### src/logic/mfp_bus_pkg.sv
package mfp_bus_pkg;

  // cpu register bus geometry
  localparam int addr_w = 3;
  localparam int data_w = 8;

  // one word per register, address 7 is unused and reads zero
  typedef enum logic [addr_w-1:0] {
    reg_tadr = 3'd0,
    reg_tacr = 3'd1,
    reg_tbdr = 3'd2,
    reg_tbcr = 3'd3,
    reg_ier  = 3'd4,
    // write 1 to clear
    reg_ipr  = 3'd5,
    reg_imr  = 3'd6
  } mfp_reg_e;

  // interrupt sources at the low end of ier, ipr and imr
  localparam int irq_src_n = 4;

  localparam int src_timer_a = 0;
  localparam int src_timer_b = 1;
  // rising edges on the trigger pins
  localparam int src_input_a = 2;
  localparam int src_input_b = 3;

endpackage

### src/logic/mfp_timer_pkg.sv
package mfp_timer_pkg;

  // counting mode, decoded from control bits 3:0
  typedef enum logic [1:0] {
    mode_stopped = 2'd0,
    mode_delay   = 2'd1,
    mode_event   = 2'd2,
    mode_pulse   = 2'd3
  } timer_mode_e;

  // control write is 5 bits, only the low 4 are kept
  localparam int ctrl_w       = 5;
  localparam int mode_w       = 4;
  localparam int ctrl_clr_bit = 4;

  // divide select sits in control bits 2:0
  localparam int div_sel_w = 3;
  localparam int presc_w   = 8;

  // xclk rising edges per prescaler tick
  localparam logic [presc_w-1:0] prescale_div [0:(1 << div_sel_w) - 1] = '{
    8'd2,
    8'd4,
    8'd10,
    8'd16,
    8'd50,
    8'd64,
    8'd100,
    8'd200
  };

endpackage

### src/logic/mfp_timer.sv
`timescale 1ns/1ps

module mfp_timer #(
  parameter int sync_stages = 2
) (
  input  logic                             CLK,
  input  logic                             rst,
  input  logic                             dat_we,
  input  logic                             ctrl_we,
  input  logic [mfp_bus_pkg::data_w-1:0]   wdata,
  input  logic [mfp_timer_pkg::ctrl_w-1:0] ctrl_in,
  input  logic                             xclk,
  input  logic                             t_in,
  output logic [mfp_bus_pkg::data_w-1:0]   counter,
  output logic [mfp_timer_pkg::ctrl_w-1:0] ctrl_rd,
  output logic                             t_out,
  output logic                             expire,
  output logic                             trig_edge,
  output logic                             pulse_mode
);
  import mfp_bus_pkg::*;
  import mfp_timer_pkg::*;

  logic [sync_stages-1:0] xclk_sync;
  logic [sync_stages-1:0] t_sync;
  logic                   xclk_prev;
  logic                   t_prev;
  logic                   xclk_rise;
  logic                   t_level;

  logic [mode_w-1:0]      ctrl_q;
  logic [data_w-1:0]      data_q;
  timer_mode_e            mode;

  logic [presc_w-1:0]     presc_cnt;
  logic [presc_w-1:0]     presc_last;
  logic                   presc_adv;
  logic                   presc_tick;
  logic                   cnt_evt;
  logic                   last_count;

  // both pins are asynchronous to CLK
  always_ff @(posedge CLK) begin
    if (rst) begin
      xclk_sync <= '0;
      t_sync    <= '0;
      xclk_prev <= 1'b0;
      t_prev    <= 1'b0;
    end else begin
      xclk_sync <= {xclk_sync[sync_stages-2:0], xclk};
      t_sync    <= {t_sync[sync_stages-2:0], t_in};
      xclk_prev <= xclk_sync[sync_stages-1];
      t_prev    <= t_sync[sync_stages-1];
    end
  end

  assign t_level   = t_sync[sync_stages-1];
  assign xclk_rise = xclk_sync[sync_stages-1] & ~xclk_prev;
  assign trig_edge = t_level & ~t_prev;

  always_comb begin
    if (ctrl_q == '0) begin
      mode = mode_stopped;
    end else if (!ctrl_q[3]) begin
      mode = mode_delay;
    end else if (ctrl_q[2:0] == '0) begin
      mode = mode_event;
    end else begin
      mode = mode_pulse;
    end
  end

  // in pulse mode xclk only counts while the trigger is high
  assign presc_last = prescale_div[ctrl_q[div_sel_w-1:0]] - 1'b1;
  assign presc_adv  = xclk_rise && ((mode == mode_delay) || ((mode == mode_pulse) && t_level));
  assign presc_tick = presc_adv && (presc_cnt >= presc_last);

  always_ff @(posedge CLK) begin
    if (rst || ctrl_we) begin
      presc_cnt <= '0;
    end else if (presc_adv) begin
      if (presc_cnt >= presc_last) begin
        presc_cnt <= '0;
      end else begin
        presc_cnt <= presc_cnt + 1'b1;
      end
    end
  end

  always_comb begin
    case (mode)
      mode_delay: cnt_evt = presc_tick;
      mode_event: cnt_evt = trig_edge;
      mode_pulse: cnt_evt = presc_tick;
      default:    cnt_evt = 1'b0;
    endcase
  end

  assign last_count = cnt_evt && (counter == data_w'(1));

  always_ff @(posedge CLK) begin
    if (rst) begin
      ctrl_q  <= '0;
      data_q  <= '0;
      counter <= '0;
      t_out   <= 1'b0;
      expire  <= 1'b0;
    end else begin
      expire <= last_count;
      if (cnt_evt) begin
        // time-out reloads and toggles the output level
        if (last_count) begin
          counter <= data_q;
          t_out   <= ~t_out;
        end else begin
          counter <= counter - 1'b1;
        end
      end
      // a cpu write overrides the count
      if (dat_we) begin
        data_q  <= wdata;
        counter <= wdata;
      end
      if (ctrl_we) begin
        ctrl_q <= ctrl_in[mode_w-1:0];
        if (ctrl_in[ctrl_clr_bit]) begin
          t_out <= 1'b0;
        end
      end
    end
  end

  assign ctrl_rd    = {t_out, ctrl_q};
  assign pulse_mode = (mode == mode_pulse);

  // strobe follows the counting edge, mode seen there must be running
  a_no_expire_stopped: assert property (
    @(posedge CLK) disable iff (rst) expire |-> ($past(mode) != mode_stopped)
  );

  // counter stays in 1..data once a nonzero value is loaded
  a_counter_nonzero: assert property (
    @(posedge CLK) disable iff (rst) (data_q != '0) |-> (counter != '0)
  );

endmodule

### src/logic/mfp_bus_regs.sv
`timescale 1ns/1ps

module mfp_bus_regs (
  input  logic                             CLK,
  input  logic                             rst,
  input  logic                             sel,
  input  logic                             we,
  input  mfp_bus_pkg::mfp_reg_e            addr,
  input  logic [mfp_bus_pkg::data_w-1:0]   wdata,
  input  logic [mfp_bus_pkg::data_w-1:0]   counter_a,
  input  logic [mfp_bus_pkg::data_w-1:0]   counter_b,
  input  logic [mfp_timer_pkg::ctrl_w-1:0] ctrl_rd_a,
  input  logic [mfp_timer_pkg::ctrl_w-1:0] ctrl_rd_b,
  input  logic [mfp_bus_pkg::data_w-1:0]   ier,
  input  logic [mfp_bus_pkg::data_w-1:0]   ipr,
  input  logic [mfp_bus_pkg::data_w-1:0]   imr,
  output logic [mfp_bus_pkg::data_w-1:0]   rdata,
  output logic                             dat_we_a,
  output logic                             ctrl_we_a,
  output logic                             dat_we_b,
  output logic                             ctrl_we_b,
  output logic                             ier_we,
  output logic                             ipr_clr_we,
  output logic                             imr_we
);
  import mfp_bus_pkg::*;

  logic              wr;
  logic [data_w-1:0] rd_mux;

  assign wr = sel && we;

  // one strobe per write, decoded straight from the address
  always_comb begin
    dat_we_a   = 1'b0;
    ctrl_we_a  = 1'b0;
    dat_we_b   = 1'b0;
    ctrl_we_b  = 1'b0;
    ier_we     = 1'b0;
    ipr_clr_we = 1'b0;
    imr_we     = 1'b0;
    if (wr) begin
      case (addr)
        reg_tadr: dat_we_a   = 1'b1;
        reg_tacr: ctrl_we_a  = 1'b1;
        reg_tbdr: dat_we_b   = 1'b1;
        reg_tbcr: ctrl_we_b  = 1'b1;
        reg_ier:  ier_we     = 1'b1;
        reg_ipr:  ipr_clr_we = 1'b1;
        reg_imr:  imr_we     = 1'b1;
        default:  ;
      endcase
    end
  end

  // data registers read back as the live counters
  always_comb begin
    case (addr)
      reg_tadr: rd_mux = counter_a;
      reg_tacr: rd_mux = data_w'(ctrl_rd_a);
      reg_tbdr: rd_mux = counter_b;
      reg_tbcr: rd_mux = data_w'(ctrl_rd_b);
      reg_ier:  rd_mux = ier;
      reg_ipr:  rd_mux = ipr;
      reg_imr:  rd_mux = imr;
      default:  rd_mux = '0;
    endcase
  end

  assign rdata = sel ? rd_mux : '0;

  a_one_strobe: assert property (
    @(posedge CLK) disable iff (rst)
      $onehot0({dat_we_a, ctrl_we_a, dat_we_b, ctrl_we_b, ier_we, ipr_clr_we, imr_we})
  );

endmodule

### src/logic/mfp_irq_ctrl.sv
`timescale 1ns/1ps

module mfp_irq_ctrl (
  input  logic                           CLK,
  input  logic                           rst,
  input  logic [mfp_bus_pkg::data_w-1:0] wdata,
  input  logic                           ier_we,
  input  logic                           ipr_clr_we,
  input  logic                           imr_we,
  input  logic                           expire_a,
  input  logic                           expire_b,
  input  logic                           trig_edge_a,
  input  logic                           trig_edge_b,
  input  logic                           pulse_mode_a,
  input  logic                           pulse_mode_b,
  output logic [mfp_bus_pkg::data_w-1:0] ier,
  output logic [mfp_bus_pkg::data_w-1:0] ipr,
  output logic [mfp_bus_pkg::data_w-1:0] imr,
  output logic                           irq
);
  import mfp_bus_pkg::*;

  logic [irq_src_n-1:0] ier_q;
  logic [irq_src_n-1:0] ipr_q;
  logic [irq_src_n-1:0] imr_q;
  logic [irq_src_n-1:0] src;
  logic [irq_src_n-1:0] clr;

  // input pins are not interrupt sources while their timer gates on them
  assign src[src_timer_a] = expire_a;
  assign src[src_timer_b] = expire_b;
  assign src[src_input_a] = trig_edge_a & ~pulse_mode_a;
  assign src[src_input_b] = trig_edge_b & ~pulse_mode_b;

  assign clr = ipr_clr_we ? wdata[irq_src_n-1:0] : '0;

  always_ff @(posedge CLK) begin
    if (rst) begin
      ier_q <= '0;
      ipr_q <= '0;
      imr_q <= '0;
      irq   <= 1'b0;
    end else begin
      if (ier_we) begin
        ier_q <= wdata[irq_src_n-1:0];
      end
      if (imr_we) begin
        imr_q <= wdata[irq_src_n-1:0];
      end
      // a new event beats a clear in the same cycle
      ipr_q <= (ipr_q & ~clr) | (src & ier_q);
      irq   <= |(ipr_q & imr_q);
    end
  end

  // upper bits have no source behind them
  assign ier = data_w'(ier_q);
  assign ipr = data_w'(ipr_q);
  assign imr = data_w'(imr_q);

endmodule

### src/logic/mfp_timers_top.sv
`timescale 1ns/1ps

module mfp_timers_top #(
  parameter int sync_stages = 2
) (
  input  logic                           CLK,
  input  logic                           rst,
  input  logic                           sel,
  input  logic                           we,
  input  mfp_bus_pkg::mfp_reg_e          addr,
  input  logic [mfp_bus_pkg::data_w-1:0] wdata,
  output logic [mfp_bus_pkg::data_w-1:0] rdata,
  input  logic                           xclk_a,
  input  logic                           t_in_a,
  output logic                           t_out_a,
  input  logic                           xclk_b,
  input  logic                           t_in_b,
  output logic                           t_out_b,
  output logic                           irq
);
  import mfp_bus_pkg::*;
  import mfp_timer_pkg::*;

  logic [data_w-1:0] counter_a;
  logic [data_w-1:0] counter_b;
  logic [ctrl_w-1:0] ctrl_rd_a;
  logic [ctrl_w-1:0] ctrl_rd_b;
  logic [data_w-1:0] ier;
  logic [data_w-1:0] ipr;
  logic [data_w-1:0] imr;
  logic              dat_we_a;
  logic              ctrl_we_a;
  logic              dat_we_b;
  logic              ctrl_we_b;
  logic              ier_we;
  logic              ipr_clr_we;
  logic              imr_we;
  logic              expire_a;
  logic              expire_b;
  logic              trig_edge_a;
  logic              trig_edge_b;
  logic              pulse_mode_a;
  logic              pulse_mode_b;

  mfp_bus_regs u_bus_regs (
    .CLK        (CLK),
    .rst        (rst),
    .sel        (sel),
    .we         (we),
    .addr       (addr),
    .wdata      (wdata),
    .counter_a  (counter_a),
    .counter_b  (counter_b),
    .ctrl_rd_a  (ctrl_rd_a),
    .ctrl_rd_b  (ctrl_rd_b),
    .ier        (ier),
    .ipr        (ipr),
    .imr        (imr),
    .rdata      (rdata),
    .dat_we_a   (dat_we_a),
    .ctrl_we_a  (ctrl_we_a),
    .dat_we_b   (dat_we_b),
    .ctrl_we_b  (ctrl_we_b),
    .ier_we     (ier_we),
    .ipr_clr_we (ipr_clr_we),
    .imr_we     (imr_we)
  );

  // control write takes the low bits of the bus word
  mfp_timer #(
    .sync_stages (sync_stages)
  ) timer_a (
    .CLK        (CLK),
    .rst        (rst),
    .dat_we     (dat_we_a),
    .ctrl_we    (ctrl_we_a),
    .wdata      (wdata),
    .ctrl_in    (wdata[ctrl_w-1:0]),
    .xclk       (xclk_a),
    .t_in       (t_in_a),
    .counter    (counter_a),
    .ctrl_rd    (ctrl_rd_a),
    .t_out      (t_out_a),
    .expire     (expire_a),
    .trig_edge  (trig_edge_a),
    .pulse_mode (pulse_mode_a)
  );

  mfp_timer #(
    .sync_stages (sync_stages)
  ) timer_b (
    .CLK        (CLK),
    .rst        (rst),
    .dat_we     (dat_we_b),
    .ctrl_we    (ctrl_we_b),
    .wdata      (wdata),
    .ctrl_in    (wdata[ctrl_w-1:0]),
    .xclk       (xclk_b),
    .t_in       (t_in_b),
    .counter    (counter_b),
    .ctrl_rd    (ctrl_rd_b),
    .t_out      (t_out_b),
    .expire     (expire_b),
    .trig_edge  (trig_edge_b),
    .pulse_mode (pulse_mode_b)
  );

  mfp_irq_ctrl u_irq_ctrl (
    .CLK          (CLK),
    .rst          (rst),
    .wdata        (wdata),
    .ier_we       (ier_we),
    .ipr_clr_we   (ipr_clr_we),
    .imr_we       (imr_we),
    .expire_a     (expire_a),
    .expire_b     (expire_b),
    .trig_edge_a  (trig_edge_a),
    .trig_edge_b  (trig_edge_b),
    .pulse_mode_a (pulse_mode_a),
    .pulse_mode_b (pulse_mode_b),
    .ier          (ier),
    .ipr          (ipr),
    .imr          (imr),
    .irq          (irq)
  );

endmodule

### config.mk
export PLATFORM = sky130hd
export DESIGN_NAME = mfp_timers_top
export DESIGN_NICKNAME = d
export VERILOG_FILES = /design/src/logic/mfp_bus_pkg.sv /design/src/logic/mfp_timer_pkg.sv /design/src/logic/mfp_timer.sv /design/src/logic/mfp_bus_regs.sv /design/src/logic/mfp_irq_ctrl.sv /design/src/logic/mfp_timers_top.sv
export SDC_FILE = /design/constraint.sdc
export NUM_CORES = 1
export LEC_CHECK = 0
export BUFFER_PORTS_ARGS = -buffer_cell sky130_fd_sc_hd__buf_2
export CAP_MARGIN = 20
export CORE_AREA = 5 5 99 101
export CTS_CLUSTER_SIZE = 25
export DETAILED_ROUTE_END_ITERATION = 10
export DIE_AREA = 0 0 104 106
export PLACE_DENSITY = 0.74
export SLEW_MARGIN = 5
export SYNTH_ARGS = -nofsm -noshare
export SYNTH_HDL_FRONTEND = slang
export SYNTH_SLANG_ARGS = --single-unit
### constraint.sdc
create_clock -name CLK -period 3.2 [get_ports CLK]
set_clock_uncertainty 0.2 [all_clocks]
set_input_delay 0.64 -clock CLK [delete_from_list [all_inputs] [get_ports CLK]]
set_output_delay 0.64 -clock CLK [all_outputs]
set_load 0.03 [all_outputs]
# Word-level counts from Yosys, hierarchy flattened
# Memory sizes are Yosys's and may differ from the RTL's.
# Index checks and enable logic that the tools add are counted.
# op_classes
n_eq_ne	14
bitwise	21
magnitude_cmp	4
n_addsub	6
n_mux	45
reduce_logical	23
# op_table
cell	n
$mux W8	13
$pmux W8 S7	1
$sub A8 B1 Y8 const B	4
$mux W1	24
$add A8 B1 Y8 const B	2
$eq A8 B1 Y1 const B	2
$ge A8 B8 Y1	2
$and A4 B4 Y4	3
$eq A3 B3 Y1 const B	3
$logic_and A1 B1 Y1	9
$logic_not A3 Y1	3
$eq A2 B2 Y1 const B	4
$ge A4 B4 Y1 const B	2
$logic_not A4 Y1	2
$mux W2	4
$not A1 Y1	8
$not A3 Y4	2
$and A1 B1 Y1	6
$eq A3 B2 Y1 const B	2
$eq A2 B1 Y1 const B	2
$logic_or A1 B1 Y1	4
$mux W4	1
$not A4 Y4	1
$or A4 B4 Y4	1
other kinds (5)	8
# totals
mem_count	2
romBits	128
out_inout_bits	11
regBits	85
elab_cells	139
inputBits	19
# mem_list
name	depth	width	read_ports	rd_ports_with_merged_regs	wr	line_no	text
(no name shown)	8	8	1	0	0	mfp_timer.sv:74	assign presc_last = prescale_div[ctrl_q[div_sel_w-1:0]] - 1'b1;
(no name shown)	8	8	1	0	0	mfp_timer.sv:74	

# Logic depth before layout (Yosys ltp)
# logic_depth
word_depth	15
depth_mapped	15
depth_no_buf	13

# By module
# From an unflattened synthesis, not the netlist that was laid out.
# unflattened
cells_unflattened	587
area_unflattened_um2	5072.4
# modules_own_cells
mod	area_each_um2	cells_per_inst	instances	seq_area_each_um2
mfp_timer	1933.1	221	2	720.7
mfp_irq_ctrl	608.1	60	1	260.2
mfp_bus_regs	598.1	85	1	0.0

# Least setup slack after synthesis
# No wires, ideal clock.
# synth_path
kind	input to output
start	input port addr[1]
end	output port rdata[1] in the netlist's numbering
required_time_ps	2360
t_arrival_ps	2134
slack_ps	226
path_buffers	3
stages	5
cell_sequence	clkbuf_1 -> clkbuf_1 -> clkbuf_1 -> mux2i_1 -> nor2b_1
# synth_between
elab_chain_len	3
elab_cells_between_ends	9
cone_classes	eq/ne (6); mux (2); reduce/logical (1)
# synth_lines
element	line_no	text
start, declared	mfp_timers_top.sv:10	input mfp_bus_pkg::mfp_reg_e addr,
$eq A3 B3 Y1 (tied with other cells)	mfp_bus_regs.sv:58	case (addr)
$pmux W8 S7 (*)	mfp_bus_regs.sv:58	
$mux W8 (*)	mfp_bus_regs.sv:70	assign rdata = sel ? rd_mux : '0;
end, declared	mfp_timers_top.sv:12	output logic [mfp_bus_pkg::data_w-1:0] rdata,
# Every way passes the cells marked *; elsewhere a longest branch is shown, timed or not.

# Worst setup path after layout
# layout_path
start	register timer_a.ctrl_q[1]
end	register timer_a.counter[4] in the netlist's numbering
# layout_between
elab_chain_len	14
elab_cells_between_ends	25
cone_classes	add/sub (1); order compare (1); eq/ne (3); mux (9); bitwise (1); reduce/logical (9); memory (1)
# layout_lines
element	line_no	text
start, declared	mfp_timer.sv:31	logic [mode_w-1:0] ctrl_q;
start signal, assigned	mfp_timer.sv:125	ctrl_q <= ctrl_in[mode_w-1:0];
parallel branches: the longest is 9 deep, another holds $mem_v2 Z8 W8	n/a	
$pmux W1 S2 (*)	mfp_timer.sv:91	case (mode)
$logic_and A1 B1 Y1	mfp_timer.sv:99	assign last_count = cnt_evt && (counter == data_w'(1));
$mux W8	mfp_timer.sv:112	if (last_count) begin
$mux W8	mfp_timer.sv:110	if (cnt_evt) begin
$mux W8	mfp_timer.sv:120	if (dat_we) begin
end signal, assigned	mfp_timer.sv:113	counter <= data_q;
end signal, assigned	mfp_timer.sv:116	counter <= counter - 1'b1;
end signal, assigned	mfp_timer.sv:122	counter <= wdata;
end, declared	mfp_timer.sv:14	output logic [mfp_bus_pkg::data_w-1:0] counter,
# Mark *: on every way between the ends. The select of a mux whose other input is x is not followed.
# A chain may end at the register's enable or synchronous reset.

==> flow_metrics.env <==
export IMPL_antenna_found_initial=0
export IMPL_routed_via_density=5.85
export IMPL_clockBufferDepth=2
export IMPL_cp_required_ps=3270
export IMPL_core_area_um2=8930
export IMPL_syn_inst=550
export IMPL_end_kind="register"
export IMPL_ys_seq_elements=85
export IMPL_hold_path_end="timer_a.xclk_sync[1]"
export IMPL_start_util=0.523
export IMPL_slowest_delay_ps=420
export IMPL_yosysMostFrequentCell="dfxtp_1"
export IMPL_gp_congestion=0.874
export IMPL_p_int_mw=1.53
export IMPL_max_slew_margin_rel=0.620
export IMPL_areaGrowthSynthToFinish_pct=10.3
export IMPL_power_density_nw_per_um2=392
export IMPL_max_cap_viol_count=0
export IMPL_num_rows=35
export IMPL_period_minus_slack_ps=3140
export IMPL_power_mw=2.02
export IMPL_syn_nets=591
export IMPL_final_hold_viol_count=0
export IMPL_synth_edff_count=0
export IMPL_vias=4038
export IMPL_fmax_ghz=0.319
export IMPL_min_path_type="register to register"
export IMPL_ir_drop_v=0.000283
export IMPL_drt_wl_total_um=11100
export IMPL_tightest_slew_ps=569
export IMPL_finalCritPeriodShare=0.980
export IMPL_drcViolationCount=0
export IMPL_rr_endpoint="timer_a.counter[4]"
export IMPL_avgSynthCellArea_um2=8.50
export IMPL_root_buffer="clkbuf_8"
export IMPL_route_antenna_remaining_nets=0
export IMPL_nNetsFinal=615
export IMPL_p_leak_nw=2.01
export IMPL_synthesis_area_um2=4670
export IMPL_r2r_start="timer_a.ctrl_q[1]"
export IMPL_grt_ovfl_total=0
export IMPL_worstPathCellList="nand2_1, nor2_1, a21oi_1, ha_1, nor3b_1, a21oi_1, ha_1, o2111ai_1, nor4_1, a22oi_2, a21boi_2, a31oi_1, a211oi_1"
export IMPL_grt_pass1_wl_um=18000
export IMPL_synth_area_top_cells="dfxtp_1, nand2_1, ha_1"
export IMPL_slowest_stage="dfxtp_2"
export IMPL_slew_violations=0
export IMPL_p_seq_frac=0.538
export IMPL_dr_pass1_iters=4
export IMPL_yosysTopAreaCellShare=0.364
export IMPL_p_sw_frac=0.245
export IMPL_io_pins=30
export IMPL_status="finished, final reports clean"
export IMPL_fin_area_um2=5150
export IMPL_clkTransAtPathRegs_ps=80
export IMPL_final_layout_size_suffix_gt1_frac=0.164
export IMPL_ys_flop_type="dfxtp_1"
export IMPL_synth_common_cells="dfxtp_1, nand2_1, nor2_1"
export IMPL_reg2regPathDepth=13
export IMPL_die_height_um=106
export IMPL_cts_tree="built"
export IMPL_grt_max_degree=28
export IMPL_hp_start="timer_a.xclk_sync[0]"
export IMPL_dr_first_iter_drc_count=215
export IMPL_finalSetupViolCount=0
export IMPL_placed_area_um2=4880
export IMPL_min_delay_path_depth=1
export IMPL_port_buffers=29
export IMPL_critPathLaunch="timer_a.ctrl_q[1]"
export IMPL_dpl_hpwl_um=7990
export IMPL_grt_pass1_vias=3805
export IMPL_synth_top_area_cell="dfxtp_1"
export IMPL_ys_async_sr_fraction=0
export IMPL_die_x_um=104
export IMPL_p_switching_mw=0.496
export IMPL_rrSetupSlack_ps=60
export IMPL_clock_latency_ps=360
export IMPL_detail_route_wl_per_cell_um=16.0
export IMPL_p_comb_frac=0.087
export IMPL_cts_made_buffers=9
export IMPL_yosysWarnings=0
export IMPL_arrival_ps=3210
export IMPL_netlist_cell_type_count=59
export IMPL_critical_path_max_fanout=9
export IMPL_cts_hold_buf=0
export IMPL_dieArea_um2=11000
export IMPL_critPathLaunchType="register"
export IMPL_synth_seq_area_share=0.364
export IMPL_cpLargestDelayFamily="compound AO/OA/AOI/OAI gates"
export IMPL_clkPwrFrac=0.375
export IMPL_htree_levels=3
export IMPL_cts_sinks=85
export IMPL_crit_buf_inv=0
export IMPL_whs_ps=244
export IMPL_critical_path_class="register to register"
export IMPL_n_antenna_cell=0
export IMPL_grt_usage=0.199
-- logic make-up (layout without fill, tap and decap cells) --
| kind of cell | Yosys count | after routing | share of synthesized area |
|---|---|---|---|
| compound gates | 97 | 97 | 0.143 |
| xor+xnor | 31 | 31 | 0.0581 |
| fa+ha+maj | 22 | 22 | 0.0589 |
| buf+inv | 43 | 72 | 0.0476 |
| flops | 85 | 85 | 0.364 |
| mux | 32 | 32 | 0.0803 |
| simple gates | 240 | 240 | 0.248 |
-- area by class of cell --
type	instances	area, µm²
fillers	824	3780
clock buffers	12	145
flip-flops and latches	85	1710
inverters	9	33.8
repair buffers	47	280
clock inverters	4	47.5
multi-input cells	422	2800
well taps	111	139
-- worst reg2reg max path, cell delays in order (launching register included) --
cell       delay (ps)
dfxtp_2           420
nand2_1           110
nor2_1            100
a21oi_1            50
ha_1              250
nor3b_1           190
a21oi_1            70
ha_1              270
o2111ai_1         140
nor4_1            340
a22oi_2           200
a21boi_2          340
a31oi_1           130
a211oi_1          250
-- power groups by stage --
stage               registers, mW  clock network [mW]  logic (mW)
floorplan                    1.11                   0       0.136
global placement             1.11                   0       0.169
detailed placement           1.11                   0       0.172
CTS                          1.09               0.773       0.174
global route                 1.09               0.825       0.194
finish                       1.09               0.757       0.176
-- how the worst max path moves through the flow --
stage,end,slack (ps),cells after the start
2_1_floorplan,rdata[1],230,5
3_3_place_gp,timer_b.counter[6],120,12
3_5_place_dp,timer_b.counter[5],4,12
4_1_cts,timer_b.counter[5],70,11
5_1_grt,timer_a.counter[4],-140,13
6_report,timer_a.counter[4],60,13
-- sequential cells by signal (all words and copies together) (netlist names) --
| name | count |
|---|---|
| timer_a.counter | 8 |
| timer_a.data_q | 8 |
| timer_a.presc_cnt | 8 |
| timer_b.counter | 8 |
| timer_b.data_q | 8 |
| timer_b.presc_cnt | 8 |
| timer_a.ctrl_q | 4 |
| timer_b.ctrl_q | 4 |
| u_irq_ctrl.ier_q | 4 |
| u_irq_ctrl.imr_q | 4 |
| u_irq_ctrl.ipr_q | 4 |
| timer_a.t_sync | 2 |
| timer_a.xclk_sync | 2 |
| timer_b.t_sync | 2 |
| timer_b.xclk_sync | 2 |
| timer_a.expire | 1 |
| timer_a.t_out | 1 |
| timer_a.t_prev | 1 |
| timer_a.xclk_prev | 1 |
| timer_b.expire | 1 |
| timer_b.t_out | 1 |
| timer_b.t_prev | 1 |
| timer_b.xclk_prev | 1 |
| u_irq_ctrl.irq | 1 |
-- layer usage --
| metal | part of all wire | wire, µm | up-vias | track usage |
|---|---|---|---|---|
| met5 | 0 | 0 | - | 0 |
| met4 | 0.027 | 302 | 0 | 0.0888 |
| met3 | 0.047 | 525 | 29 | 0.0340 |
| met2 | 0.48 | 5260 | 114 | 0.328 |
| met1 | 0.45 | 4980 | 1917 | 0.255 |
| li1 | - | - | 1978 | - |
-- stage by stage --
step                setup TNS (ps)  cells   util  setup WS [ps]
floorplan                        0    550      -            226
global placement                 0    671  0.546            124
detailed placement               0    671  0.546           3.88
CTS                              0    687  0.568           66.4
global route                  -398    690  0.577           -141
finish                           0    690  0.577           63.4
-- timing repair --
item / in CTS / in global routing
pin swaps: 0 / 4
resized for setup: 2 / 14
endpoints found under the setup margin: 2 / 19
buffers inserted: 0 / 3
-- layout by cell type (no fill, tap or decap), types with 11 or more instances in the layout --
cell type,netlist,routed
nand3_1,18,18
nand2_1,78,77
buf_2,0,29
a311oi_1,12,11
dfxtp_1,85,80
ha_1,22,22
xor2_1,19,19
nor2b_1,22,22
a21oi_1,35,32
nor2_1,73,72
mux2i_1,24,24
buf_4,1,18
xnor2_1,12,12
No activity file was read; power rests on OpenSTA's default activity.
